### src/include/tx_stream_defs.svh
/*
 * Widths, FIFO sizing and descriptor field positions of the transmit stream
 * builder. The FIFO depth must be a power of two.
 */
`ifndef TX_STREAM_DEFS_SVH
`define TX_STREAM_DEFS_SVH

// stream and payload widths
`define TXS_DATA_W            128
`define TXS_DW_W              32
`define TXS_LEN_W             10

// beat FIFO, almost full is raised this many entries before full
`define TXS_FIFO_DEPTH        64
`define TXS_FIFO_AFULL_GAP    8

// descriptor fields
`define TXS_DESC_HASDATA_BIT  126
`define TXS_DESC_4DW_BIT      125
`define TXS_DESC_LEN_LSB      96

// lowest address bit, 3dw headers carry it in bits 63:32
`define TXS_ADDR3_LSB         32
`define TXS_ADDR4_LSB         0

`endif

### src/source/tx_stream_pkg.sv
/*
 * Types shared by the transmit stream stages.
 * Field widths follow tx_stream_defs.svh.
 */
`include "tx_stream_defs.svh"

package tx_stream_pkg;

   // bit 1 selects the 4dw header, bit 0 marks a payload
   typedef enum logic [1:0] {
      fmt_3dw_nodata = 2'b00,
      fmt_3dw_data   = 2'b01,
      fmt_4dw_nodata = 2'b10,
      fmt_4dw_data   = 2'b11
   } hdr_fmt_e;

   typedef enum logic [1:0] {
      st_idle    = 2'd0,
      st_header  = 2'd1,
      st_payload = 2'd2
   } pack_state_e;

   // stream doubleword count, header plus pad plus payload
   typedef logic [`TXS_LEN_W:0] dw_cnt_t;

   typedef struct packed {
      hdr_fmt_e                fmt;
      logic [`TXS_LEN_W-1:0]   length;
      logic                    pad;
      logic [`TXS_DATA_W-1:0]  hdr;
      logic                    err;
      dw_cnt_t                 words;
   } tx_desc_t;

   // framing bits sit above the data, err on top
   typedef struct packed {
      logic                    err;
      logic                    sop;
      logic                    eop;
      logic                    empty;
      logic [`TXS_DATA_W-1:0]  data;
   } tx_beat_t;

endpackage

### src/source/tx_req_ctrl.sv
/*
 * Request side. tx_desc and tx_err must hold from the rise of tx_req until
 * tx_ack. Payload beats are expected from the cycle after the acknowledge.
 * A zero length field with payload is taken as zero doublewords.
 */
`include "tx_stream_defs.svh"

module tx_req_ctrl (
   input  logic                     clk_in,
   input  logic                     rstn,
   input  logic                     tx_req,
   input  logic [`TXS_DATA_W-1:0]   tx_desc,
   input  logic                     tx_err,
   input  logic                     tx_dv,
   input  logic                     almost_full,
   output logic                     tx_ack,
   output logic                     tx_ws,
   output tx_stream_pkg::tx_desc_t  desc,
   output logic                     desc_valid,
   output logic                     data_take
);

   logic                     req_d;
   logic                     req_rise;
   logic                     pending;
   logic                     is_4dw;
   logic                     has_data;
   logic                     addr_bit2;
   tx_stream_pkg::tx_desc_t  dec;

   assign req_rise = tx_req & ~req_d;

   // --------------------------------------------------------------------------
   // descriptor decode
   // --------------------------------------------------------------------------
   always_comb begin
      is_4dw     = tx_desc[`TXS_DESC_4DW_BIT];
      has_data   = tx_desc[`TXS_DESC_HASDATA_BIT];
      addr_bit2  = is_4dw ? tx_desc[`TXS_ADDR4_LSB+2] : tx_desc[`TXS_ADDR3_LSB+2];
      dec.fmt    = tx_stream_pkg::hdr_fmt_e'({is_4dw, has_data});
      dec.length = has_data ? tx_desc[`TXS_DESC_LEN_LSB +: `TXS_LEN_W] : '0;
      // pad keeps the first payload dword on a quadword boundary
      dec.pad    = has_data & (is_4dw ? addr_bit2 : ~addr_bit2);
      dec.hdr    = tx_desc;
      dec.err    = tx_err;
      dec.words  = (is_4dw ? tx_stream_pkg::dw_cnt_t'(4) : tx_stream_pkg::dw_cnt_t'(3))
                 + tx_stream_pkg::dw_cnt_t'(dec.pad)
                 + tx_stream_pkg::dw_cnt_t'(dec.length);
   end

   // --------------------------------------------------------------------------
   // request handshake and wait state
   // --------------------------------------------------------------------------
   always_ff @(posedge clk_in) begin
      if (!rstn) begin
         req_d   <= 1'b0;
         pending <= 1'b0;
         tx_ws   <= 1'b0;
      end else begin
         req_d <= tx_req;
         tx_ws <= almost_full;
         if (tx_ack) begin
            pending <= 1'b0;
         end else if (req_rise) begin
            pending <= 1'b1;
         end
      end
   end

   // one decode per request, captured on the request edge
   always_ff @(posedge clk_in) begin
      if (req_rise) begin
         desc <= dec;
      end
   end

   // ack waits out any wait state, so its latency varies
   assign tx_ack     = pending & ~tx_ws;
   assign desc_valid = tx_ack;
   assign data_take  = tx_dv & ~tx_ws;

endmodule

### config.mk
export PLATFORM = sky130hd
export DESIGN_NAME = tx_req_ctrl
export DESIGN_NICKNAME = d
export VERILOG_FILES = /design/src/source/tx_stream_pkg.sv /design/src/source/tx_req_ctrl.sv
export VERILOG_INCLUDE_DIRS = /design/src /design/src/include
export SDC_FILE = /design/constraint.sdc
export NUM_CORES = 1
export LEC_CHECK = 0
export BUFFER_PORTS_ARGS = -buffer_cell sky130_fd_sc_hd__buf_2
export CORE_AREA = 2 2 114 116
export DETAILED_ROUTE_END_ITERATION = 10
export DIE_AREA = 0 0 116 118
export PLACE_DENSITY = 0.72
export SYNTH_ARGS = -nofsm -noshare
export SYNTH_HDL_FRONTEND = slang
export SYNTH_SLANG_ARGS = --single-unit
export TNS_END_PERCENT = 50
### constraint.sdc
create_clock -name clk_in -period 9.51 [get_ports clk_in]
set_clock_uncertainty 0.15 [all_clocks]
set_input_delay 0 -clock clk_in [delete_from_list [all_inputs] [get_ports clk_in]]
set_output_delay 0 -clock clk_in [all_outputs]
set_load 0.1 [all_outputs]
# Word level (Yosys, flattened, before mapping)
# Cells that the tools add are included.
# word_totals
input_bits,134
register_bits,156
# op_classes
n_reduce_logical,1
n_bitwise,8
add_sub_neg,2
n_mux,4
# ops
cell,n
4-bit by 10-bit adder with 11-bit output,1
10-bit two-way mux,1
3-bit by 1-bit adder with 4-bit output,1
1-bit AND,4
1-bit inverter,4
3-bit two-way mux,1
1-bit two-way mux,2
2-bit OR reduction,1

# Logic depth before layout (Yosys ltp)
# depth
ltp_word,6
mapped_depth,9
mapped_depth_nobuf,9

# Worst setup path after synthesis
# No wires, ideal clock.
# synth_timing
path_type,register -> register
from,register req_d
to,"register desc[0] (netlist name), enable pin"
arrival_time_ns,6.911
n_path_buf,0
path_slack_ns,1.769
required_time_ns,8.680
stages_incl_launch_ff,2
path_cell_list,dfxtp_1 -> nor2b_1
# synth_via
elab_chain_len,2
# synth_lines
element,line,text
start: declaration,tx_req_ctrl.sv:23,logic req_d;
start signal: assignment,tx_req_ctrl.sv:60,req_d <= tx_req;
1-bit inverter,tx_req_ctrl.sv:31,assign req_rise = tx_req & ~req_d;
1-bit AND,tx_req_ctrl.sv:31,
net req_rise,tx_req_ctrl.sv:24,logic req_rise;
end signal: assignment,tx_req_ctrl.sv:73,desc <= dec;
end: declaration,tx_req_ctrl.sv:18,"output tx_stream_pkg::tx_desc_t desc,"
# The timed path passes the listed nets, and every way through them passes these cells.
# A chain may end at the register's enable or synchronous reset.

==> results.toml <==
[status]
status = "complete, no violations"

[logic_synthesis]
syn_inst = 207
avgSynthCellArea_um2 = 24.1
synth_warnings = 0
ys_ff_latch = 154
synth_fp_nets = 345
seq_area_frac_synth = 0.922
synth_area_um2 = 4980
synth_cell_types = 22

[placed_design]
gp_congestion = 0.767
post-place-ws_ns = 7.33
post-dp-hpwl_mm = 8.72
port-buffer-count = 290

[clocking]
cts_setup_buffers = 0
clock-sinks = 154
clock_path_buffers = 2
clk_pin_slew_ns = 0.06
numCtsBuffers = 17
cts_resized = 0
clk_latency_ns = 0.41
htree_levels = 4
root_buffer = "clkbuf_16"
cts_tree = "built"
ctsHoldBuffers = 134

[power_and_ir_drop]
total_power_uw = 1880
ir_worst_vdd_v = 0.000170
p_leak_uw = 0.00365
power.density_nw_per_um2 = 219

[route]
ant_nets = 0
vias = 3650
routedWlPerCell_um = 17.3
drtIter0Drc = 223
vias_per_cell = 4.37
routed_wl_mm = 14.5
drt_drc_violations_left = 0
drtPass1Iterations = 5

[global_route]
grt_usage = 0.210
antenna_found_initial = 2
grt_pass1_vias = 3916
grt_pass1_wl_mm = 20.9
grt-ovfl-total = 0
grt_max_degree = 79

[sta]
setup_tns_ns = 0
fin_ws_ns = 7.21
finalSetupViolations = 0
finalHoldViolCount = 0
rsz0062_at_grt = "no"
finalCritPeriodShare = 0.242
post-route-min-period_ns = 2.30
slew_headroom = 0.361
maxSlewViolCount = 0
clock.fmax_ghz = 0.434
worst-slew-pin-transition_ns = 0.958

[setup_path]
cp_data_arrival_time_ns = 2.32
required_ns = 9.52
path_cells = "dlygate4sd3_1 -> buf_2 -> nand2_1 -> o21ai_0 -> and2_1 -> fa_1 -> fa_1 -> a21o_1 -> nand2_1 -> xnor2_1 -> and2_1"
crit_family = "adder cells"
crit_path_top_delay_cell = "dlygate4sd3_1"
crit_path_start_kind = "input port"
r2r_slack_ns = 7.76
critPathKind = "input port to register"
max_stage_delay_ns = 0.53
worstPathMaxFanout = 5
crit_buf_inv = 2
crit_path_end_kind = "register"

[layout]
mostFrequentLayoutCells = "buf_2, edfxtp_1, dlygate4sd3_1, clkbuf_16, and2_1"
area_growth_pct = 72.2
multi_input_area_um2 = 362
drive_above_1_share = 0.501
fin_nets = 786
seqCellArea_um2 = 4590
layout_commonest_cell = "buf_2"
fillers = 839

[floorplan]
initial_utilization = 0.401
die_h_um = 118
fp.dieArea_um2 = 13700
core_um2 = 12400
die_w_um = 116
num_rows = 41
ioPinCount = 291

[run]
max-cap-violations = 0

[min_path]
worst_hold_path_type = "input port to register"
kinds of logic after synthesis:
| logic type | after synthesis | share of synthesized area |
|---|---|---|
| flops | 154 | 0.922 |
| fa+ha+maj | 4 | 0.0131 |
| compound gates | 4 | 0.00603 |
| buf+inv | 5 | 0.00678 |
| xor+xnor | 8 | 0.0141 |
| simple gates | 32 | 0.0379 |
layout make-up:
class                   instances  share of cell area
clock buffers                  22              0.0553
repair buffers                426               0.327
inverters                       1            0.000438
flip-flops and latches        154               0.536
diodes                          2            0.000583
multi-input cells              48              0.0421
well taps                     172              0.0251
clock inverters                10              0.0137
registers in the layout, indices dropped and copies added (netlist names):
signal	count
req_d	1
tx_ws	1
desc	151
pending	1
synth_stat cells, drive strengths merged:
| library cell | n | area share |
|---|---|---|
| edfxtp | 151 | 0.91 |
| and2 | 14 | 0.018 |
| nand2 | 7 | 0.0058 |
| buf | 4 | 0.0060 |
| nor2 | 4 | 0.0030 |
| xnor2 | 4 | 0.0070 |
| xor2 | 4 | 0.0070 |
| dfxtp | 3 | 0.012 |
| nor2b | 3 | 0.0038 |
| a21o | 2 | 0.0033 |
| fa | 2 | 0.0080 |
| ha | 2 | 0.0050 |
| a21oi | 1 | 0.0018 |
| and4 | 1 | 0.0023 |
| inv | 1 | 0.00075 |
| nand4 | 1 | 0.0013 |
| nor3 | 1 | 0.0020 |
| nor3b | 1 | 0.0015 |
| o21ai | 1 | 0.0010 |
worst paths after layout:
kind	from	to	depth (start not counted)
hold / removal	tx_desc[88]	desc[100]$_DFFE_PP_	2
hold reg to reg	pending$_SDFFE_PP0P_	pending$_SDFFE_PP0P_	2
setup reg to reg	req_d$_SDFF_PN0_	desc[72]$_DFFE_PP_	2
setup / recovery	tx_desc[125]	desc[4]$_DFFE_PP_	11
routing by layer:
layer,wire (µm),vias to the layer above,GRT usage
met2,8120,184,0.390
met5,0,-,0
li1,-,1681,-
met4,414,0,0.0945
met1,4760,1748,0.202
met3,1170,37,0.0742
metrics by stage:
stage	hold WS, ns	cell area, µm²	util	std cells
floorplan	-0.0511	4980	-	207
global placement	0.0261	6640	0.535	667
detailed placement	0.0283	6640	0.535	667
CTS	0.125	8570	0.691	833
global route	0.134	8580	0.691	835
finish	0.146	8580	0.691	835
power by group:
group	internal, µW	switching (µW)	total, µW	leakage (µW)
combinational	85.7	326	411	0.00189
sequential	792	11.2	804	0.00148
clock	408	254	662	0.000279
total	1290	591	1880	0.00365
(Power assumes the default switching activity.)
