--- config.mk ---
export PLATFORM = sky130hd
export DESIGN_NAME = tx_beat_packer
export DESIGN_NICKNAME = d
export VERILOG_FILES = /design/src/source/tx_stream_pkg.sv /design/src/source/tx_beat_packer.sv
export VERILOG_INCLUDE_DIRS = /design/src /design/src/include
export SDC_FILE = /design/constraint.sdc
export NUM_CORES = 1
export LEC_CHECK = 0
export BUFFER_PORTS_ARGS = -buffer_cell sky130_fd_sc_hd__buf_2
export CAP_MARGIN = 10
export CORE_MARGIN = 3
export CORE_UTILIZATION = 40
export DETAILED_ROUTE_END_ITERATION = 16
export RECOVER_POWER = 50
export SYNTH_ARGS = -nofsm -noshare
export SYNTH_HDL_FRONTEND = slang
export SYNTH_SLANG_ARGS = --single-unit
--- constraint.sdc ---
create_clock -name clk_in -period 16.3 [get_ports clk_in]
set_input_delay 1.63 -clock clk_in [delete_from_list [all_inputs] [get_ports clk_in]]
set_output_delay 1.63 -clock clk_in [all_outputs]
set_load 0.01 [all_outputs]
--- src/include/tx_stream_defs.svh ---
/*
 * Widths, FIFO sizing and descriptor field positions of the transmit stream
 * builder. The FIFO depth must be a power of two.
 */
`ifndef TX_STREAM_DEFS_SVH
`define TX_STREAM_DEFS_SVH

// stream and payload widths
`define TXS_DATA_W            128
`define TXS_DW_W              32
`define TXS_LEN_W             10

// beat FIFO, almost full is raised this many entries before full
`define TXS_FIFO_DEPTH        64
`define TXS_FIFO_AFULL_GAP    8

// descriptor fields
`define TXS_DESC_HASDATA_BIT  126
`define TXS_DESC_4DW_BIT      125
`define TXS_DESC_LEN_LSB      96

// lowest address bit, 3dw headers carry it in bits 63:32
`define TXS_ADDR3_LSB         32
`define TXS_ADDR4_LSB         0

`endif

--- src/source/tx_stream_pkg.sv ---
/*
 * Types shared by the transmit stream stages.
 * Field widths follow tx_stream_defs.svh.
 */
`include "tx_stream_defs.svh"

package tx_stream_pkg;

   // bit 1 selects the 4dw header, bit 0 marks a payload
   typedef enum logic [1:0] {
      fmt_3dw_nodata = 2'b00,
      fmt_3dw_data   = 2'b01,
      fmt_4dw_nodata = 2'b10,
      fmt_4dw_data   = 2'b11
   } hdr_fmt_e;

   typedef enum logic [1:0] {
      st_idle    = 2'd0,
      st_header  = 2'd1,
      st_payload = 2'd2
   } pack_state_e;

   // stream doubleword count, header plus pad plus payload
   typedef logic [`TXS_LEN_W:0] dw_cnt_t;

   typedef struct packed {
      hdr_fmt_e                fmt;
      logic [`TXS_LEN_W-1:0]   length;
      logic                    pad;
      logic [`TXS_DATA_W-1:0]  hdr;
      logic                    err;
      dw_cnt_t                 words;
   } tx_desc_t;

   // framing bits sit above the data, err on top
   typedef struct packed {
      logic                    err;
      logic                    sop;
      logic                    eop;
      logic                    empty;
      logic [`TXS_DATA_W-1:0]  data;
   } tx_beat_t;

endpackage

--- src/source/tx_beat_packer.sv ---
/*
 * Lays header, pad and payload dwords onto 128-bit beats. Beats leave two
 * cycles after the ack or the take that completes them. The next request
 * must not be acknowledged before the last payload take of the previous one.
 */
`include "tx_stream_defs.svh"

module tx_beat_packer (
   input  logic                     clk_in,
   input  logic                     rstn,
   input  tx_stream_pkg::tx_desc_t  desc,
   input  logic                     desc_valid,
   input  logic                     data_take,
   input  logic [`TXS_DATA_W-1:0]   tx_data,
   output logic                     push,
   output tx_stream_pkg::tx_beat_t  beat
);

   tx_stream_pkg::pack_state_e  state;
   tx_stream_pkg::pack_state_e  state_nx;
   tx_stream_pkg::tx_desc_t     desc_r;
   tx_stream_pkg::dw_cnt_t      rem;
   tx_stream_pkg::dw_cnt_t      cur_rem;
   tx_stream_pkg::tx_beat_t     beat_nx;
   logic [`TXS_DATA_W-1:0]      cur_r;
   logic [`TXS_DATA_W-1:0]      prev_r;
   logic [`TXS_DATA_W-1:0]      hdr_seed;
   logic [2:0]                  lead_dw;
   logic [1:0]                  shift_dw;
   logic                        hdr_go;
   logic                        take_r;
   logic                        is_4dw;
   logic                        has_data;
   logic                        wait_d0;
   logic                        fire;
   logic                        eop;

   // stream lane l comes from lane (4 - sh + l) of {cur, prev}, unused lanes zero
   function automatic logic [`TXS_DATA_W-1:0] realign(
      input logic [`TXS_DATA_W-1:0]  prev,
      input logic [`TXS_DATA_W-1:0]  cur,
      input logic [1:0]              sh,
      input tx_stream_pkg::dw_cnt_t  left
   );
      logic [2*`TXS_DATA_W-1:0]  both;
      logic [`TXS_DATA_W-1:0]    res;
      int                        src;
      both = {cur, prev};
      res  = '0;
      for (int lane = 0; lane < 4; lane++) begin
         src = 4 - int'(sh) + lane;
         if (lane < left) begin
            res[`TXS_DATA_W-`TXS_DW_W*(lane+1) +: `TXS_DW_W] =
               both[`TXS_DW_W*src +: `TXS_DW_W];
         end
      end
      return res;
   endfunction

   // a 3dw header sits in input lanes 1..3 of prev so that D0 lands behind it
   assign hdr_seed = (desc.fmt[1] == 1'b0) ?
                     {desc.hdr[63:32], desc.hdr[95:64], desc.hdr[127:96], 32'h0} : '0;

   // --------------------------------------------------------------------------
   // stage 1: capture descriptor and input beats
   // --------------------------------------------------------------------------
   always_ff @(posedge clk_in) begin
      if (!rstn) begin
         hdr_go <= 1'b0;
         take_r <= 1'b0;
      end else begin
         hdr_go <= desc_valid;
         take_r <= data_take;
      end
   end

   always_ff @(posedge clk_in) begin
      if (data_take) begin
         cur_r <= tx_data;
      end
      if (desc_valid) begin
         desc_r <= desc;
         prev_r <= hdr_seed;
      end else if (take_r) begin
         prev_r <= cur_r;
      end
   end

   // --------------------------------------------------------------------------
   // stage 2: form the beat
   // --------------------------------------------------------------------------
   always_comb begin
      is_4dw   = (desc_r.fmt == tx_stream_pkg::fmt_4dw_data) ||
                 (desc_r.fmt == tx_stream_pkg::fmt_4dw_nodata);
      has_data = (desc_r.fmt == tx_stream_pkg::fmt_3dw_data) ||
                 (desc_r.fmt == tx_stream_pkg::fmt_4dw_data);
      lead_dw  = (is_4dw ? 3'd4 : 3'd3) + {2'b00, desc_r.pad};
      shift_dw = lead_dw[1:0];
      // 3dw header without pad needs D0 to finish its first beat
      wait_d0  = has_data && (shift_dw == 2'd3);
      cur_rem  = (state == tx_stream_pkg::st_payload) ? rem : desc_r.words;
      eop      = cur_rem <= tx_stream_pkg::dw_cnt_t'(4);

      if (state == tx_stream_pkg::st_idle) begin
         fire = hdr_go & ~wait_d0;
      end else begin
         // flush once the remaining dwords all sit in prev
         fire = take_r | (cur_rem <= tx_stream_pkg::dw_cnt_t'(shift_dw));
      end

      state_nx = state;
      if (fire) begin
         state_nx = eop ? tx_stream_pkg::st_idle : tx_stream_pkg::st_payload;
      end else if ((state == tx_stream_pkg::st_idle) && hdr_go) begin
         state_nx = tx_stream_pkg::st_header;
      end

      beat_nx.sop   = state != tx_stream_pkg::st_payload;
      beat_nx.err   = beat_nx.sop & desc_r.err;
      beat_nx.eop   = eop;
      beat_nx.empty = eop && (cur_rem <= tx_stream_pkg::dw_cnt_t'(2));
      if (state == tx_stream_pkg::st_idle) begin
         beat_nx.data = is_4dw ? desc_r.hdr : {desc_r.hdr[127:32], 32'h0};
      end else begin
         beat_nx.data = realign(prev_r, cur_r, shift_dw, cur_rem);
      end
   end

   always_ff @(posedge clk_in) begin
      if (!rstn) begin
         state <= tx_stream_pkg::st_idle;
         rem   <= '0;
         push  <= 1'b0;
      end else begin
         state <= state_nx;
         push  <= fire;
         if (fire) begin
            rem <= eop ? '0 : cur_rem - tx_stream_pkg::dw_cnt_t'(4);
         end
      end
   end

   always_ff @(posedge clk_in) begin
      if (fire) begin
         beat <= beat_nx;
      end
   end

endmodule

Word level (Yosys, flattened, before mapping). Cells that the tools add are included.

Add/sub/neg operators: 6. Multiply operators: 0. Div/mod/pow operators: 0. $lt $le $gt $ge: 7. Equal/unequal tests: 6. Shift-type cells: 4. Mux-type cells: 16. Bitwise operators: 4. Reductions and logical operators: 8.

Operators by type and width (number): 2-to-1 mux 128 bit (4); indexed part select 256 x 32 -> 32 bit (2); indexed part select 256 x 10 -> 32 bit (1); indexed part select 256 x 9 -> 32 bit (1); 2-to-1 mux 32 bit (5); < comparator 1 x 11 -> 1 bit, first input constant (2); < comparator 2 x 11 -> 1 bit, first input constant (2); 2-to-1 mux 11 bit (2); <= comparator 11 x 2 -> 1 bit (1); <= comparator 11 x 2 -> 1 bit, second input constant (1); <= comparator 11 x 3 -> 1 bit, second input constant (1); subtractor 11 x 3 -> 11 bit, second input constant (1); adder 4 x 3 -> 5 bit, second input constant (2); == test 2 bit, second input constant (4); 2-to-1 mux 2 bit (4); adder 4 x 2 -> 5 bit, second input constant (1); nonzero test 2 bit (2); subtractor 3 x 2 -> 4 bit, first input constant (1); logical AND 1 bit (3); adder 2 x 1 -> 2 bit (1); bitwise AND 1 bit (2); == test 2 x 1 -> 1 bit, second input constant (1); logical NOT 2 bit (1); logical OR 1 bit (2); 4 further kinds (4).

Register bits: 547. Bits in latches: 0. RAM bits: 0. Bits in read-only memories: 0. Bits of input ports: 285. Output and inout bits: 133. Logic and storage cells: 68. Memories: 0.

Longest topological paths before layout.
Word-level depth: 10. Mapped depth: 14. Depth with buffers taken out: 11.

Worst setup path before layout. OpenSTA, ideal clock, no wires.

Kind: register to register. Start point: register desc_r[152] (netlist name). End point: register beat[0] (netlist name), enable pin. Setup time: 1.148 ns. Arrival: 4.122 ns. Required time: 15.152 ns. Path slack: 11.030 ns. Stages on the path, launching flop included: 11. Path buffers: 2. Clock period less this slack: 5.270 ns. Cells stage by stage: edfxtp_1 -> inv_1 -> ha_1 -> clkbuf_1 -> inv_1 -> clkbuf_1 -> ha_1 -> nand3_1 -> mux2i_1 -> o211ai_1 -> nand2_1.

Cells in the longest elaborated chain, start to end: 9. Elaborated cells on any way between the ends: 14. Those cells by class: add/sub: 1; order compare: 1; eq/ne: 4; mux: 2; bitwise: 3; reduce/logical: 3.

Ends and longest elaborated chain: start: declaration (line tx_beat_packer.sv:21) `tx_stream_pkg::tx_desc_t desc_r;`; start signal: assignment (line tx_beat_packer.sv:82) `desc_r <= desc;`; branches (longest 8 deep; another with <= comparator 11 x 2 -> 1 bit); 2-to-1 mux 1 bit * (line tx_beat_packer.sv:104) `if (state == tx_stream_pkg::st_idle) begin`; net fire (line tx_beat_packer.sv:35) `logic fire;`; end signal: assignment (line tx_beat_packer.sv:145) `beat <= beat_nx;`; end: declaration (line tx_beat_packer.sv:16) `output tx_stream_pkg::tx_beat_t beat`.

Mark *: on every way through the listed nets, which the timed path passes. A chain may end at the register's enable or synchronous reset.

Worst setup path in the final report.
Start point: input port desc_valid. End point: register prev_r[43], enable pin.

Cells in the longest elaborated chain, start to end: 1.

Ends and longest elaborated chain: start: declaration (line tx_beat_packer.sv:12) `input logic desc_valid,`; nonzero test 2 bit (no line); end signal: assignment (line tx_beat_packer.sv:83) `prev_r <= hdr_seed;`; end signal: assignment (line tx_beat_packer.sv:85) `prev_r <= cur_r;`; end: declaration (line tx_beat_packer.sv:26) `` logic [`TXS_DATA_W-1:0] prev_r; ``.

No other way between the ends.

==> summary.md <==
| Metric | Value |
|---|---|
| YS warnings | `0` |
| CP Cell Sequence | `clkbuf_1 -> or2_0 -> buf_4` |
| Clock-pin slew on the worst setup and hold paths | `60 ps` |
| Maximum vdd ir drop | `0.0000979 V` |
| Cts hold-fix bufs | `0` |
| Placer Congestion | `0.849` |
| CTS Buffer Depth | `3` |
| Postcts setup bufs | `0` |
| Core ar. | `64900 sq um` |
| Total power | `3.94 mW` |
| Fraction of layout cells with a size suffix above 1 | `21.8%` |
| Avg WL per Cell | `25.0 microns` |
| Initial core utilization | `40.8%` |
| Total of max-cap violations | `8` |
| Pwr per Cell Area | `127 nW/um^2` |
| # setup viols final | `0` |
| Vias per cell | `5.63` |
| Max incr delay on CP | `3600 ps` |
| Crit Path Category | `primary input to flip-flop` |
| Port bufs | `407` |
| Fillers | `5897` |
| Util after Layout | `47.7%` |
| Worst slew pin tran | `5030 ps` |
| Final worst-path cycle share | `54.8%` |
| CP Launch Type | `primary input` |
| Post-CTS sizing | `0` |
| Initial antenna violation count | `21` |
| Area delta synth->final | `17.1%` |
| Avg Synthesized Cell Area | `13.5 sq um` |
| Slowest library cell on the worst path | `or2_0` |
| Worst-path maximum fanout | `69` |
| Fin nets | `2607` |
| Area share of the largest cell type after synthesis | `60.3%` |
| Combinational Power Share | `20.9%` |
| DRT Wirelength | `80800 microns` |
| Sw Pwr | `1.15 mW` |
| Cell Area, Synth | `26500 sq um` |
| Switch share | `29.1%` |
| Total track usage | `22.8%` |
| GR Overflow Total | `0` |
| 1st-iter DRT viols | `1743` |
| Clock Skews | `22.8 ps` |
| Final instance area | `31000 sq um` |
| Dominant cell by count in the synthesized netlist | `edfxtp_1` |
| Clk pwr share | `33.2%` |
| DR DRC count | `0` |
| Number of core rows | `93` |
| Synthesis-stage register bit count | `547` |
| Failing checks | `max-capacitance violations, max-slew violations` |
| Final Critical Period | `8930 ps` |
| DIE AREA | `69300 sq um` |
| Cell count after synthesis | `1961` |
| CP Capture Type | `flip-flop` |
| Hold violation count in the final report | `0` |
| Post-synth top area cell | `edfxtp_1` |
| Final max-slew violation count | `501` |
| Global-route wire length before repair | `120000 microns` |
| Dominant cells by area after synthesis | `edfxtp_1, mux4_2, mux2i_1` |
| Placed standard-cell area | `29400 sq um` |
| Reg power frac | `45.9%` |
| Die X-Extent | `263 microns` |
| Antenna Nets Post-Route | `0` |
| H-Tree Level Count | `2` |
| Register area share after synthesis | `61.5%` |
| CTS Root Cell | `clkbuf_16` |
| Fmax | `112 MHz` |
| Buf+Inv Stages, Crit Path | `2` |
| Primary FF master, synth | `edfxtp_1` |
| Slew Limit Headroom | `-235%` |
| CP delay by family, top | `buffers and inverters` |
| Io pins | `418` |
| Synth top cells by count | `edfxtp_1, nand2_1, o21ai_0, mux4_2, mux2i_1` |
| CTS tree | `yes` |
| Clk_lat worst skew | `630 ps` |
| Unrepaired setup endpoints after global routing | `false` |
| Setup TNS | `0 ps` |
| Detail Placement HPWL | `51700 microns` |
| Largest net degree at the start of global routing | `123` |
| HP Class | `flip-flop to flip-flop` |
| Total CTS buffers | `59` |
| Number of global-route vias before repair | `18641` |
| Die H | `263 microns` |
| DR vias | `18177` |
| CP Data Required Time | `16540 ps` |
| Internal | `2.79 mW` |
| First-pass DRT Iterations | `5` |
| CTS Sinks | `547` |
| Status | `complete, but fails checks` |
| Leakage | `11.4 nW` |
| Synth Net Count | `2254` |
| Post-synth ARST share | `0%` |
| Post-synth EDFFs | `531` |
| CP arrival | `9170 ps` |
| Netlist cell types | `57` |
==> metal layers <==
layer	global-route usage (%)	up-vias	share of wire (%)	routed length [microns]
met5	0	-	0.092	74
met4	8.54	12	3.6	2940
met3	4.62	152	7.1	5770
met2	38.2	793	49	39700
met1	29.3	9015	40	32300
li1	-	8205	-	-
==> registers in the layout, summed over array words and instances, names as in the netlist <==
signal / cells
prev_r: 128
rem: 11
cur_r: 128
hdr_go: 1
push: 1
take_r: 1
desc_r: 143
state: 2
beat: 132
==> tightest hold or removal path: cells and delay by family (launching register included) <==
kind / cells / cell delay, ps
AOI/OAI and AO/OA: 1 / 50
and+or+nand+nor: 1 / 70
DFF: 1 / 320
==> placed cells by master, fill, tap and decap left out, drive strengths merged, types with 16 or more instances in the layout <==
cell type and instances:
edfxtp 531, clkbuf 267, nand2 246, buf 244, o21ai 223, mux4 130, mux2i 124, inv 115
a21oi 75, nor2 70, a211oi 66, nor2b 40, a22o 33, mux2 31, clkinv 22, nand3 18
dfxtp 16
==> layout make-up <==
type | instances | area [sq um] | share of cell area, %
Sequential cell | 547 | 16300 | 52.5
Tap cell | 855 | 1070 | 3.45
Timing Repair Buffer | 435 | 2020 | 6.51
Antenna cell | 15 | 37.5 | 0.121
Inverter | 114 | 432 | 1.39
Clock inverter | 32 | 307 | 0.989
Multi-Input combinational cell | 1157 | 9310 | 30.0
Clock buffer | 76 | 1560 | 5.03
==> power groups by stage <==
stage	Sequential [mW]	Clock, mW	Combinational (mW)
2_1_floorplan	1.83	0	0.503
3_3_place_gp	1.83	0	0.833
3_5_place_dp	1.83	0	0.845
4_1_cts	1.80	1.34	0.847
5_1_grt	1.82	1.39	0.897
6_report	1.81	1.31	0.825
==> final timing paths <==
path                             from              endpoint  slack [ps]  cells past startpoint
setup / recovery           desc_valid  prev_r[43]$_DFFE_PP_        7370                      3
hold / removal    rem[9]$_SDFFE_PN0P_   rem[9]$_SDFFE_PN0P_         490                      2
setup reg to reg    take_r$_SDFF_PN0_  prev_r[43]$_DFFE_PP_       10610                      2
hold reg to reg   rem[9]$_SDFFE_PN0P_   rem[9]$_SDFFE_PN0P_         490                      2
==> metrics by stage <==
step	std cells	hold WS, ps	setup slack (ps)
final	3231	488	7370
after detailed placement	3108	476	11390
after global placement	3108	466	11450
after floorplan	1961	455	11030
after CTS	3216	486	11400
after global routing	3223	509	6800
==> cells by family after synthesis <==
logic type | Yosys count | share of synthesized area [%]
fa+ha+maj | 8 | 0.378
mux | 285 | 17.1
buf+inv | 257 | 3.89
flops | 547 | 61.5
simple gates | 401 | 6.51
xor+xnor | 7 | 0.232
compound gates | 456 | 10.4
No activity file was read; power rests on OpenSTA's default activity.
