File: src/include/tx_stream_defs.svh
/*
 * Widths, FIFO sizing and descriptor field positions of the transmit stream
 * builder. The FIFO depth must be a power of two.
 */
`ifndef TX_STREAM_DEFS_SVH
`define TX_STREAM_DEFS_SVH

// stream and payload widths
`define TXS_DATA_W            128
`define TXS_DW_W              32
`define TXS_LEN_W             10

// beat FIFO, almost full is raised this many entries before full
`define TXS_FIFO_DEPTH        64
`define TXS_FIFO_AFULL_GAP    8

// descriptor fields
`define TXS_DESC_HASDATA_BIT  126
`define TXS_DESC_4DW_BIT      125
`define TXS_DESC_LEN_LSB      96

// lowest address bit, 3dw headers carry it in bits 63:32
`define TXS_ADDR3_LSB         32
`define TXS_ADDR4_LSB         0

`endif

File: src/source/tx_stream_pkg.sv
/*
 * Types shared by the transmit stream stages.
 * Field widths follow tx_stream_defs.svh.
 */
`include "tx_stream_defs.svh"

package tx_stream_pkg;

   // bit 1 selects the 4dw header, bit 0 marks a payload
   typedef enum logic [1:0] {
      fmt_3dw_nodata = 2'b00,
      fmt_3dw_data   = 2'b01,
      fmt_4dw_nodata = 2'b10,
      fmt_4dw_data   = 2'b11
   } hdr_fmt_e;

   typedef enum logic [1:0] {
      st_idle    = 2'd0,
      st_header  = 2'd1,
      st_payload = 2'd2
   } pack_state_e;

   // stream doubleword count, header plus pad plus payload
   typedef logic [`TXS_LEN_W:0] dw_cnt_t;

   typedef struct packed {
      hdr_fmt_e                fmt;
      logic [`TXS_LEN_W-1:0]   length;
      logic                    pad;
      logic [`TXS_DATA_W-1:0]  hdr;
      logic                    err;
      dw_cnt_t                 words;
   } tx_desc_t;

   // framing bits sit above the data, err on top
   typedef struct packed {
      logic                    err;
      logic                    sop;
      logic                    eop;
      logic                    empty;
      logic [`TXS_DATA_W-1:0]  data;
   } tx_beat_t;

endpackage

File: src/source/tx_stream_out.sv
/*
 * Output side, ready latency one. A popped beat waits in a holding register
 * and is sent on the next cycle in which ready is high.
 */
module tx_stream_out (
   input  logic                     clk_in,
   input  logic                     rstn,
   input  logic                     tx_stream_ready,
   input  logic                     fifo_empty,
   input  tx_stream_pkg::tx_beat_t  rd_beat,
   output logic                     pop,
   output tx_stream_pkg::tx_beat_t  tx_stream_data,
   output logic                     tx_stream_valid
);

   tx_stream_pkg::tx_beat_t  hold_beat;
   logic                     hold_full;

   assign pop = tx_stream_ready & ~fifo_empty;

   // hold_full marks an unsent beat in hold_beat
   always_ff @(posedge clk_in) begin
      if (!rstn) begin
         hold_full       <= 1'b0;
         tx_stream_valid <= 1'b0;
      end else if (tx_stream_ready) begin
         hold_full       <= ~fifo_empty;
         tx_stream_valid <= hold_full;
      end else begin
         tx_stream_valid <= 1'b0;
      end
   end

   always_ff @(posedge clk_in) begin
      if (pop) begin
         hold_beat <= rd_beat;
      end
      if (tx_stream_ready) begin
         tx_stream_data <= hold_beat;
      end
   end

endmodule

File: config.mk
export PLATFORM = sky130hd
export DESIGN_NAME = tx_stream_out
export DESIGN_NICKNAME = d
export VERILOG_FILES = /design/src/source/tx_stream_pkg.sv /design/src/source/tx_stream_out.sv
export VERILOG_INCLUDE_DIRS = /design/src /design/src/include
export SDC_FILE = /design/constraint.sdc
export NUM_CORES = 1
export LEC_CHECK = 0
export BUFFER_PORTS_ARGS = -buffer_cell sky130_fd_sc_hd__buf_2
export CAP_MARGIN = 5
export CORE_MARGIN = 4
export CORE_UTILIZATION = 49
export DETAILED_ROUTE_END_ITERATION = 7
export PLACE_DENSITY_LB_ADDON = 0.3
export REMOVE_ABC_BUFFERS = 1
export SYNTH_ARGS = -nofsm -noshare
export SYNTH_HDL_FRONTEND = slang
export SYNTH_SLANG_ARGS = --single-unit
File: constraint.sdc
create_clock -name clk_in -period 2.6 [get_ports clk_in]
set_input_delay 0.13 -clock clk_in [delete_from_list [all_inputs] [get_ports clk_in]]
set_output_delay 0.13 -clock clk_in [all_outputs]
set_load 0.02 [all_outputs]
======== Yosys cells after proc, flatten, opt, wreduce, memory -nomap -nowiden ========
Index checks and enable logic that the tools add are counted.
storage, ports and cells
  output and inout bits ................... 134
  bits in registers ....................... 266
cells by class
  reductions and logical operators ........ 1
  bitwise gates (word level) .............. 2
operators by type and width
  cell                 number
  AND reduction 2 bit  1
  AND 1 bit            1
  NOT 1 bit            1

======== Depth between registers and ports, before layout ========
Gate-level depths: netlist (run 1).
  depth in word-level cells ............... 2
  gate-level depth with buffers ........... 2

======== Worst setup path after synthesis (run 1) ========
Ideal clock, no wire load.
  kind .................................... input to register
  start ................................... in fifo_empty
  end ..................................... reg hold_beat[0] (netlist name) (enable)
  path slack .............................. 0.292 ns
  arrival time ............................ 1.872 ns
  setup time .............................. 0.436 ns
  cell stages on the path ................. 1
  cell sequence ........................... and2b_2
between the ends
  longest elaborated chain between the ends .. 2
ends and longest elaborated chain
  element               line                 source
  start, declared       tx_stream_out.sv:9   input logic fifo_empty,
  NOT 1 bit             tx_stream_out.sv:19  assign pop = tx_stream_ready & ~fifo_empty;
  AND 1 bit             tx_stream_out.sv:19
  end signal, assigned  tx_stream_out.sv:36  hold_beat <= rd_beat;
  end, declared         tx_stream_out.sv:16  tx_stream_pkg::tx_beat_t hold_beat;
No other way between the ends.
A chain may end at the register's enable or synchronous reset.

======== Worst setup path in the final report (run 1) ========
  start ................................... in fifo_empty
  end ..................................... out pop
between the ends
  longest elaborated chain between the ends .. 2
ends and longest elaborated chain
  element        line                 source
  NOT 1 bit      tx_stream_out.sv:19
  AND 1 bit      tx_stream_out.sv:19
  end, declared  tx_stream_out.sv:11  output logic pop,
No other way between the ends.

==> qor.txt, run 1 <==
outcome - complete, no violations
port bufs - 269
Yosys cell types - 6
drt drc - 0
detailed-route via count - 4224
Max-Cap Viols - 0
Mapped Area - 0.00800 sq mm
minimum clock period - 1490 ps
Setup Skew - 5.51 ps
Clock Tree Root - clkbuf_16
slowest stage cell, crit path - and2b_4
die span in y - 136 um
post-DP HPWL - 9720 um
sequential fraction of the synthesis area - 99.6%
die area - 0.0184 sq mm
Synth Warn # - 0
Finished Cell Area - 0.0118 sq mm
cell count after synthesis - 270
clock latency on the worst-skew pair - 490 ps
CP Launch Type - input port
CTS tree - built
layout cell share with drive strength beyond 1 - 42.5%
initial antenna violation count - 1
critical path start-end classification - in -> out
Core ar. - 0.0159 sq mm
Clock Path Buffers - 3
DP Area - 0.00969 sq mm
clock slew seen by the registers of the worst setup and hold paths - 60 ps
initial drt markers - 248
GRT Total Usage - 17.3%
die width - 136 um
Sink Count - 266
largest net degree at the start of global routing - 136
# IOs - 270
cts repair resizes - 0
Synth Register Bits - 266
Final Wtd Congestion - 0.749
Setup crit end kind - output port
reg2reg setup slack - 1440 ps
area taken by multi-input logic gates - 30.0 sq um
Pre-Repair DR Iteration Count - 4
Hold Vio Cnt, Final - 0
final period utilization - 57.4%
Final Max Tran Viols - 0
Layout area overhead - 47.4%
Critical Path, Cell by Cell - buf_2 -> and2b_4 -> buf_12 -> buf_2
register area - 0.00797 sq mm
Slew HR - 50.0%
routed len/inst - 17.5 um
layout net count - 840
setup total negative slack - 0 ps
post-synthesis average cell area - 29.6 sq um
final wirelength - 16400 um
fmax - 670 MHz
number of buffers inserted during clock tree synthesis - 25
Critical Path Fanout Max - 48
unrepaired setup endpoints after global routing - false
initial core utilization - 50.2%
highest cell delay on the worst timing path - 550 ps
H-Tree Level Count - 1
CP most frequent cell - buf_2
HP Class - in -> reg
first-pass GRT wire length - 24200 um
Post-DRT Antenna Nets - 0
Data required, critical path - 2470 ps
crit path DAT - 1360 ps
Filler cells - 899
vias in the first global route - 4489
PD cells - 772 mW/mm^2
GR Overflow Total - 0
Final Setup Violations - 0
Pleak - 4.59 nW
Reg2Reg Depth - 2
vias per cell - 4.51
Hold Crit Depth - 2
Slew @ Worst Pin - 750 ps
Rows - 46
Peak VDD IR - 620 uV
## worst max-delay path, delay by kind of cell
kind,cells,cell delay [ps]
buf+inv,3,640
simple gates,1,550
## state kept, by name, summed over array words and instances, names as in the netlist
signal / flops
hold_beat: 132
hold_full: 1
tx_stream_data: 132
tx_stream_valid: 1
## metal layers
layer  track usage (%)  wire length [um]  up-vias
met5                 0                 0        -
met4              5.71               365        0
met3              3.79              1400       33
met2              31.2              8760      206
met1              20.7              5900     2013
li1                  -                 -     1972
## layout make-up
| cell class | count | share of cell area (%) |
|---|---|---|
| Multi-Input combinational cell | 4 | 0.255 |
| Clock buffer | 30 | 5.47 |
| Sequential cell | 266 | 67.6 |
| Timing Repair Buffer | 407 | 23.4 |
| Antenna cell | 1 | 0.0212 |
| Tap cell | 216 | 2.29 |
| Clock inverter | 13 | 0.934 |
## repair_timing
item                                   in CTS  in global routing
setup buffers                               0                  0
endpoints found under the hold margin     134                  0
hold buffers                              134                  0
## layout by cell type (no fill, tap or decap)
cell           synthesis  final
and3_1                 1      1
buf_4                  0      1
clkbuf_16              0     25
edfxtp_1             264    264
buf_6                  0      1
diode_2                0      1
dfxtp_1                2      2
clkinv_1               0      6
bufinv_16              0      2
dlygate4sd3_1          0    134
clkinvlp_4             0      1
clkinv_2               0      4
buf_2                  0    268
clkbuf_1               0      5
o211a_1                1      1
nand2_1                1      1
buf_12                 0      3
and2b_4                0      1
## through the flow
| stage | worst slack, ps | power (mW) | utilization (%) | cells | hold WS, ps |
|---|---|---|---|---|---|
| detailed placement | 1100 | 5.69 | 60.8 | 759 | 308 |
| global route | 1030 | 9.44 | 73.9 | 937 | 264 |
| CTS | 1100 | 9.18 | 73.9 | 936 | 244 |
| finish | 1110 | 9.10 | 73.9 | 937 | 235 |
| floorplan | 292 | 5.38 | - | 270 | 229 |
| global placement | 1110 | 5.67 | 60.8 | 759 | 306 |
## Yosys cell counts (all sizes together)
cell,count,area [sq um]
edfxtp,264,7930
o211a,1,10.0
nand2,1,3.75
dfxtp,2,40.0
and3,1,6.26
and2b,1,8.76
## report_power, final
group / internal, mW / switching [mW] / leakage, nW
Combinational: 0.296 / 0.358 / 1.68
Clock: 1.95 / 1.39 / 0.367
Sequential: 5.03 / 0.0711 / 2.55
Total: 7.28 / 1.82 / 4.59
## worst paths after layout
kind / startpoint / end
worst max-delay path: fifo_empty / pop
worst min-delay path: tx_stream_ready / tx_stream_data[10]
worst max register to register: hold_full / hold_full
worst min register to register: hold_beat[79] / tx_stream_data[79]
## kinds of logic after synthesis
group            after synthesis  share of synthesized area [%]
AO/OA/AOI/OAI                  1                          0.125
AND/OR/NAND/NOR                3                          0.235
flip-flops                   266                           99.6
No activity file was read; power rests on OpenSTA's default activity.
==> run 2, diff against run 1 <==
- clock period: 2.6 -> 1.4 ns (I/O delays scaled with it)
==> run 2 against run 1 <==
Critical path depth shrank 2; utilization rose by 1.3 points; non-clock buffer count rose by 3; hold slack got worse by 140 ps; largest cell class unchanged; largest power group unchanged.
==> qor.txt, run 2 (same netlist as run 1, synthesis figures left out) <==
outcome - complete, no violations (unchanged)
Pre-Repair DR Iteration Count - 4 (unchanged)
clock latency on the worst-skew pair - 500 ps (was 490 ps)
Clock Path Buffers - 3 (unchanged)
Slew HR - 71.6% (was 50.0%)
Clock Tree Root - clkbuf_16 (unchanged)
Finished Cell Area - 0.0120 sq mm (was 0.0118 sq mm)
Final Wtd Congestion - 0.753 (was 0.749)
fmax - 834 MHz
Peak VDD IR - 1470 uV (was 620 uV)
vias per cell - 4.55 (was 4.51)
minimum clock period - 1200 ps
initial core utilization - 50.2% (unchanged)
CTS tree - built (unchanged)
Final Setup Violations - 0 (unchanged)
worst setup path end - hold_full (was pop)
GRT Total Usage - 18.0% (was 17.3%)
post-DP HPWL - 9890 um (was 9720 um)
Layout area overhead - 49.9% (was 47.4%)
worst setup path start - hold_full (was fifo_empty)
Hold Vio Cnt, Final - 0 (unchanged)
routed len/inst - 18.0 um (was 17.5 um)
cts repair resizes - 0 (unchanged)
Critical Path Fanout Max - 2 (was 48)
R2R Path End - hold_full (unchanged)
die span in y - 136 um (unchanged)
critical path start-end classification - reg -> reg (was in -> out)
largest net degree at the start of global routing - 74 (was 136)
# IOs - 270 (unchanged)
final wirelength - 17000 um (was 16400 um)
layout cell share with drive strength beyond 1 - 43.3% (was 42.5%)
clock slew seen by the registers of the worst setup and hold paths - 60 ps (about the same)
DP Area - 0.00972 sq mm (was 0.00969 sq mm)
die area - 0.0184 sq mm (unchanged)
Hold Buf Count CTS - 134 (unchanged)
first-pass GRT wire length - 25000 um (was 24200 um)
placed cell count - 762 (was 759)
Setup Skew - 11.7 ps (was 5.51 ps)
setup total negative slack - 0 ps (unchanged)
number of buffers inserted during clock tree synthesis - 26 (was 25)
Core ar. - 0.0159 sq mm (unchanged)
layout net count - 844 (was 840)
Final Util - 75.2% (was 73.9%)
reg2reg setup slack - 200 ps (was 1440 ps)
port bufs - 269 (unchanged)
Post-DRT Antenna Nets - 0 (unchanged)
vias in the first global route - 4537 (was 4489)
CP Launch Type - flop (was input port)
crit path DAT - 1590 ps (was 1360 ps)
Final Max Tran Viols - 0 (unchanged)
H-Tree Level Count - 1 (unchanged)
drt drc - 0 (unchanged)
Rows - 46 (unchanged)
Data required, critical path - 1790 ps (was 2470 ps)
Slew @ Worst Pin - 425 ps (was 750 ps)
die width - 136 um (unchanged)
final cell count without fillers - 945 (was 937)
GR Overflow Total - 0 (unchanged)
initial antenna violation count - 1 (unchanged)
hold_ws - 92.7 ps (was 235 ps)
commonest non-fill, non-tap cell in the layout - buf_2 (unchanged)
final period utilization - 85.6%
commonest cells after routing, fill and taps aside - 268 x buf_2, 264 x edfxtp_1, 134 x dlygate4sd3_1 (unchanged)
initial drt markers - 198 (was 248)
PD cells - 1500 mW/mm^2 (was 772 mW/mm^2)
worst reg2reg path startpoint - hold_full (unchanged)
HP Class - in -> reg (unchanged)
unrepaired setup endpoints after global routing - false (unchanged)
Top Registers - hold_beat x132, tx_stream_data x132 (unchanged)
Pleak - 4.69 nW (was 4.59 nW)
detailed-route via count - 4298 (was 4224)
Sink Count - 266 (unchanged)
Reg2Reg Depth - 2 (unchanged)
Post-CTS Setup Inserts - 0 (unchanged)
Max-Cap Viols - 0 (unchanged)
Setup crit end kind - flop (was output port)
## run 2: worst min path at each step
stage | start | to | slack, ps | cells past startpoint
floorplan | rd_beat[0] | hold_beat[0] | 170 | 0
global placement | rd_beat[100] | hold_beat[100] | 250 | 1
detailed placement | rd_beat[20] | hold_beat[20] | 250 | 1
CTS | tx_stream_ready | tx_stream_data[84] | 90 | 2
global route | tx_stream_ready | tx_stream_data[84] | 110 | 2
finish | tx_stream_ready | tx_stream_data[24] | 90 | 2
## run 2: cell type report
cell class | count | area, sq um
clock buffer | 33 | 698
antenna | 1 | 2.50
sequential | 266 | 7970
multi-input combinational | 4 | 30.0
clock inverter | 15 | 224
fill | 865 | 3950
tap | 216 | 270
timing repair buffer | 410 | 2800
## run 2: report_power, final
| group | switching [mW] | total, mW | leakage [nW] | internal (mW) |
|---|---|---|---|---|
| clock | 2.69 | 7.32 | 0.451 | 4.63 |
| sequential | 0.131 | 9.48 | 2.55 | 9.35 |
| combinational | 0.679 | 1.24 | 1.70 | 0.560 |
| total | 3.50 | 18.0 | 4.69 | 14.5 |
## run 2: routing by layer
metal	global-route usage (%)	share of wire, %	vias to the layer above
met1	20.6	35	2067
met3	4.83	8.9	30
met4	5.26	2.1	0
li1	-	-	1980
met5	0	0	-
met2	33.1	54	221
## run 2: per-stage QoR
stage | worst slack (ps) | power (mW)
6_report | 201 | 18.0
5_1_grt | 159 | 18.7
4_1_cts | 207 | 18.2
3_5_place_dp | 318 | 10.6
3_3_place_gp | 324 | 10.5
2_1_floorplan | -848 | 9.99
## run 2: critical path: stages (launching register included)
cell and delay (ps):
dfxtp_1 310, o211a_1 220, dlygate4sd3_1 550
==> run 3, diff against run 2 <==
- MAX_ROUTING_LAYER: not set -> met4
==> run 3 against run 2 <==
Non-clock buffer count did not move; clock skew fell by 0.56 ps; largest power group unchanged; maximum frequency fell by 0.15%; power barely moved; cell area did not move; sequential power barely moved; routed wire length barely moved; via count rose by 0.16%; sequential share of layout area did not move; combinational power barely moved; global-route usage rose by 0.56 points; highest routed layer unchanged; die area did not move.
==> qor.txt, run 3 (same netlist as run 1, synthesis figures left out) <==
outcome - complete, no violations (unchanged)
Final Setup Violations - 0 (unchanged)
Pre-Repair DR Iteration Count - 4 (unchanged)
final wirelength - 17000 um (about the same)
port bufs - 269 (unchanged)
H-Tree Level Count - 1 (unchanged)
commonest non-fill, non-tap cell in the layout - buf_2 (unchanged)
Sink Count - 266 (unchanged)
Top Registers - hold_beat x132, tx_stream_data x132 (unchanged)
final cell count without fillers - 945 (unchanged)
PD cells - 1500 mW/mm^2 (about the same)
Setup Skew - 11.1 ps (was 11.7 ps)
largest net degree at the start of global routing - 74 (unchanged)
layout net count - 844 (unchanged)
Peak VDD IR - 1480 uV (was 1470 uV)
unrepaired setup endpoints after global routing - false (unchanged)
first-pass GRT wire length - 24900 um (was 25000 um)
die width - 136 um (unchanged)
Hold Crit Depth - 2 (unchanged)
HP Class - in -> reg (unchanged)
Rows - 46 (unchanged)
drt drc - 0 (unchanged)
Final Wtd Congestion - 0.763 (was 0.753)
die area - 0.0184 sq mm (unchanged)
CP Launch Type - flop (unchanged)
Hold Path End - tx_stream_data[0] (was tx_stream_data[24])
commonest cells after routing, fill and taps aside - 268 x buf_2, 264 x edfxtp_1, 134 x dlygate4sd3_1 (unchanged)
highest cell delay on the worst timing path - 550 ps (about the same)
initial antenna violation count - 1 (unchanged)
hold_sp - tx_stream_ready (unchanged)
Hold Vio Cnt, Final - 0 (unchanged)
CTS tree - built (unchanged)
Critical Path Fanout Max - 2 (unchanged)
reg2reg setup slack - 200 ps (about the same)
GR Overflow Total - 0 (unchanged)
Layout area overhead - 49.9% (unchanged)
Critical Path, Cell by Cell - o211a_1 -> dlygate4sd3_1 (unchanged)
routed len/inst - 18.0 um (about the same)
detailed-route via count - 4305 (was 4298)
critical path start-end classification - reg -> reg (unchanged)
Pleak - 4.69 nW (unchanged)
pre-CTS setup slack - 318 ps (unchanged)
Setup WS post-layout - 199 ps (was 201 ps)
R2R Path End - hold_full (unchanged)
layout cell share with drive strength beyond 1 - 43.3% (unchanged)
Data required, critical path - 1790 ps (about the same)
worst reg2reg path startpoint - hold_full (unchanged)
fmax - 833 MHz (was 834 MHz)
slowest stage cell, crit path - dlygate4sd3_1 (unchanged)
crit path DAT - 1590 ps (about the same)
cts repair resizes - 0 (unchanged)
Slew HR - 71.8% (was 71.6%)
GRT Total Usage - 18.5% (was 18.0%)
Reg2Reg Depth - 2 (unchanged)
Post-CTS Setup Inserts - 0 (unchanged)
number of buffers inserted during clock tree synthesis - 26 (unchanged)
Post-DRT Antenna Nets - 0 (unchanged)
Core ar. - 0.0159 sq mm (unchanged)
clock latency on the worst-skew pair - 510 ps (was 500 ps)
Final Max Tran Viols - 0 (unchanged)
# IOs - 270 (unchanged)
Max-Cap Viols - 0 (unchanged)
Clock Tree Root - clkbuf_16 (unchanged)
clock slew seen by the registers of the worst setup and hold paths - 60 ps (about the same)
Setup crit end kind - flop (unchanged)
Clock Path Buffers - 3 (unchanged)
initial core utilization - 50.2% (unchanged)
die span in y - 136 um (unchanged)
vias in the first global route - 4538 (was 4537)
post-DP HPWL - 9890 um (unchanged)
setup total negative slack - 0 ps (unchanged)
vias per cell - 4.56 (was 4.55)
Slew @ Worst Pin - 422 ps (was 425 ps)
final period utilization - 85.8% (was 85.6%)
minimum clock period - 1200 ps (about the same)
placed cell count - 762 (unchanged)
Final Util - 75.2% (unchanged)
initial drt markers - 195 (was 198)
run 3: cell counts in the layout (fill, tap and decap cells not counted):
No cell type changed its count.
run 3: per-stage QoR:
stage | power (mW) | area [sq um] | hold slack, ps
2_1_floorplan | 9.99 | 8000 | 169
3_3_place_gp | 10.5 | 9720 | 246
3_5_place_dp | 10.6 | 9720 | 248
4_1_cts | 18.2 | 12000 | 91.7
5_1_grt | 18.7 | 12000 | 105
6_report | 18.0 | 12000 | 117
run 3: timing repair:
item	in CTS	in global routing
endpoints found under the hold margin	134	0
setup endpoints to repair	0	0
hold buffers	134	0
run 3: worst max path at each step:
stage	start	end	slack, ps	cells past startpoint
final	hold_full	hold_full	200	2
after floorplan	fifo_empty	hold_beat[0]	-850	1
after global routing	hold_full	hold_full	160	2
after global placement	fifo_empty	hold_beat[64]	320	3
after detailed placement	fifo_empty	hold_beat[42]	320	3
after CTS	tx_stream_data[7]	tx_stream_data[7]	210	1
run 3: layout make-up:
type / instances / area, sq um
diodes: 1 / 2.50
clock buffers: 33 / 698
clock inverters: 15 / 224
fillers: 865 / 3950
multi-input cells: 4 / 30.0
flip-flops and latches: 266 / 7970
well taps: 216 / 270
repair buffers: 410 / 2800
run 3: power by group:
part	leakage (nW)	switching, mW	internal (mW)	total [mW]
combinational	1.70	0.680	0.560	1.24
sequential	2.55	0.131	9.35	9.48
clock	0.451	2.70	4.63	7.33
total	4.69	3.51	14.5	18.0
run 3: routing by layer:
metal	track usage (%)	wire, um
met3	4.35	1400
met2	33.4	9150
met4	5.10	325
met1	20.8	6090
met5	-	0
run 3: critical path: cells and delay by family, from the launching register on:
kind,cells,cell delay (ps)
AOI/OAI and AO/OA,1,220
buffers and inverters,1,550
DFF,1,310
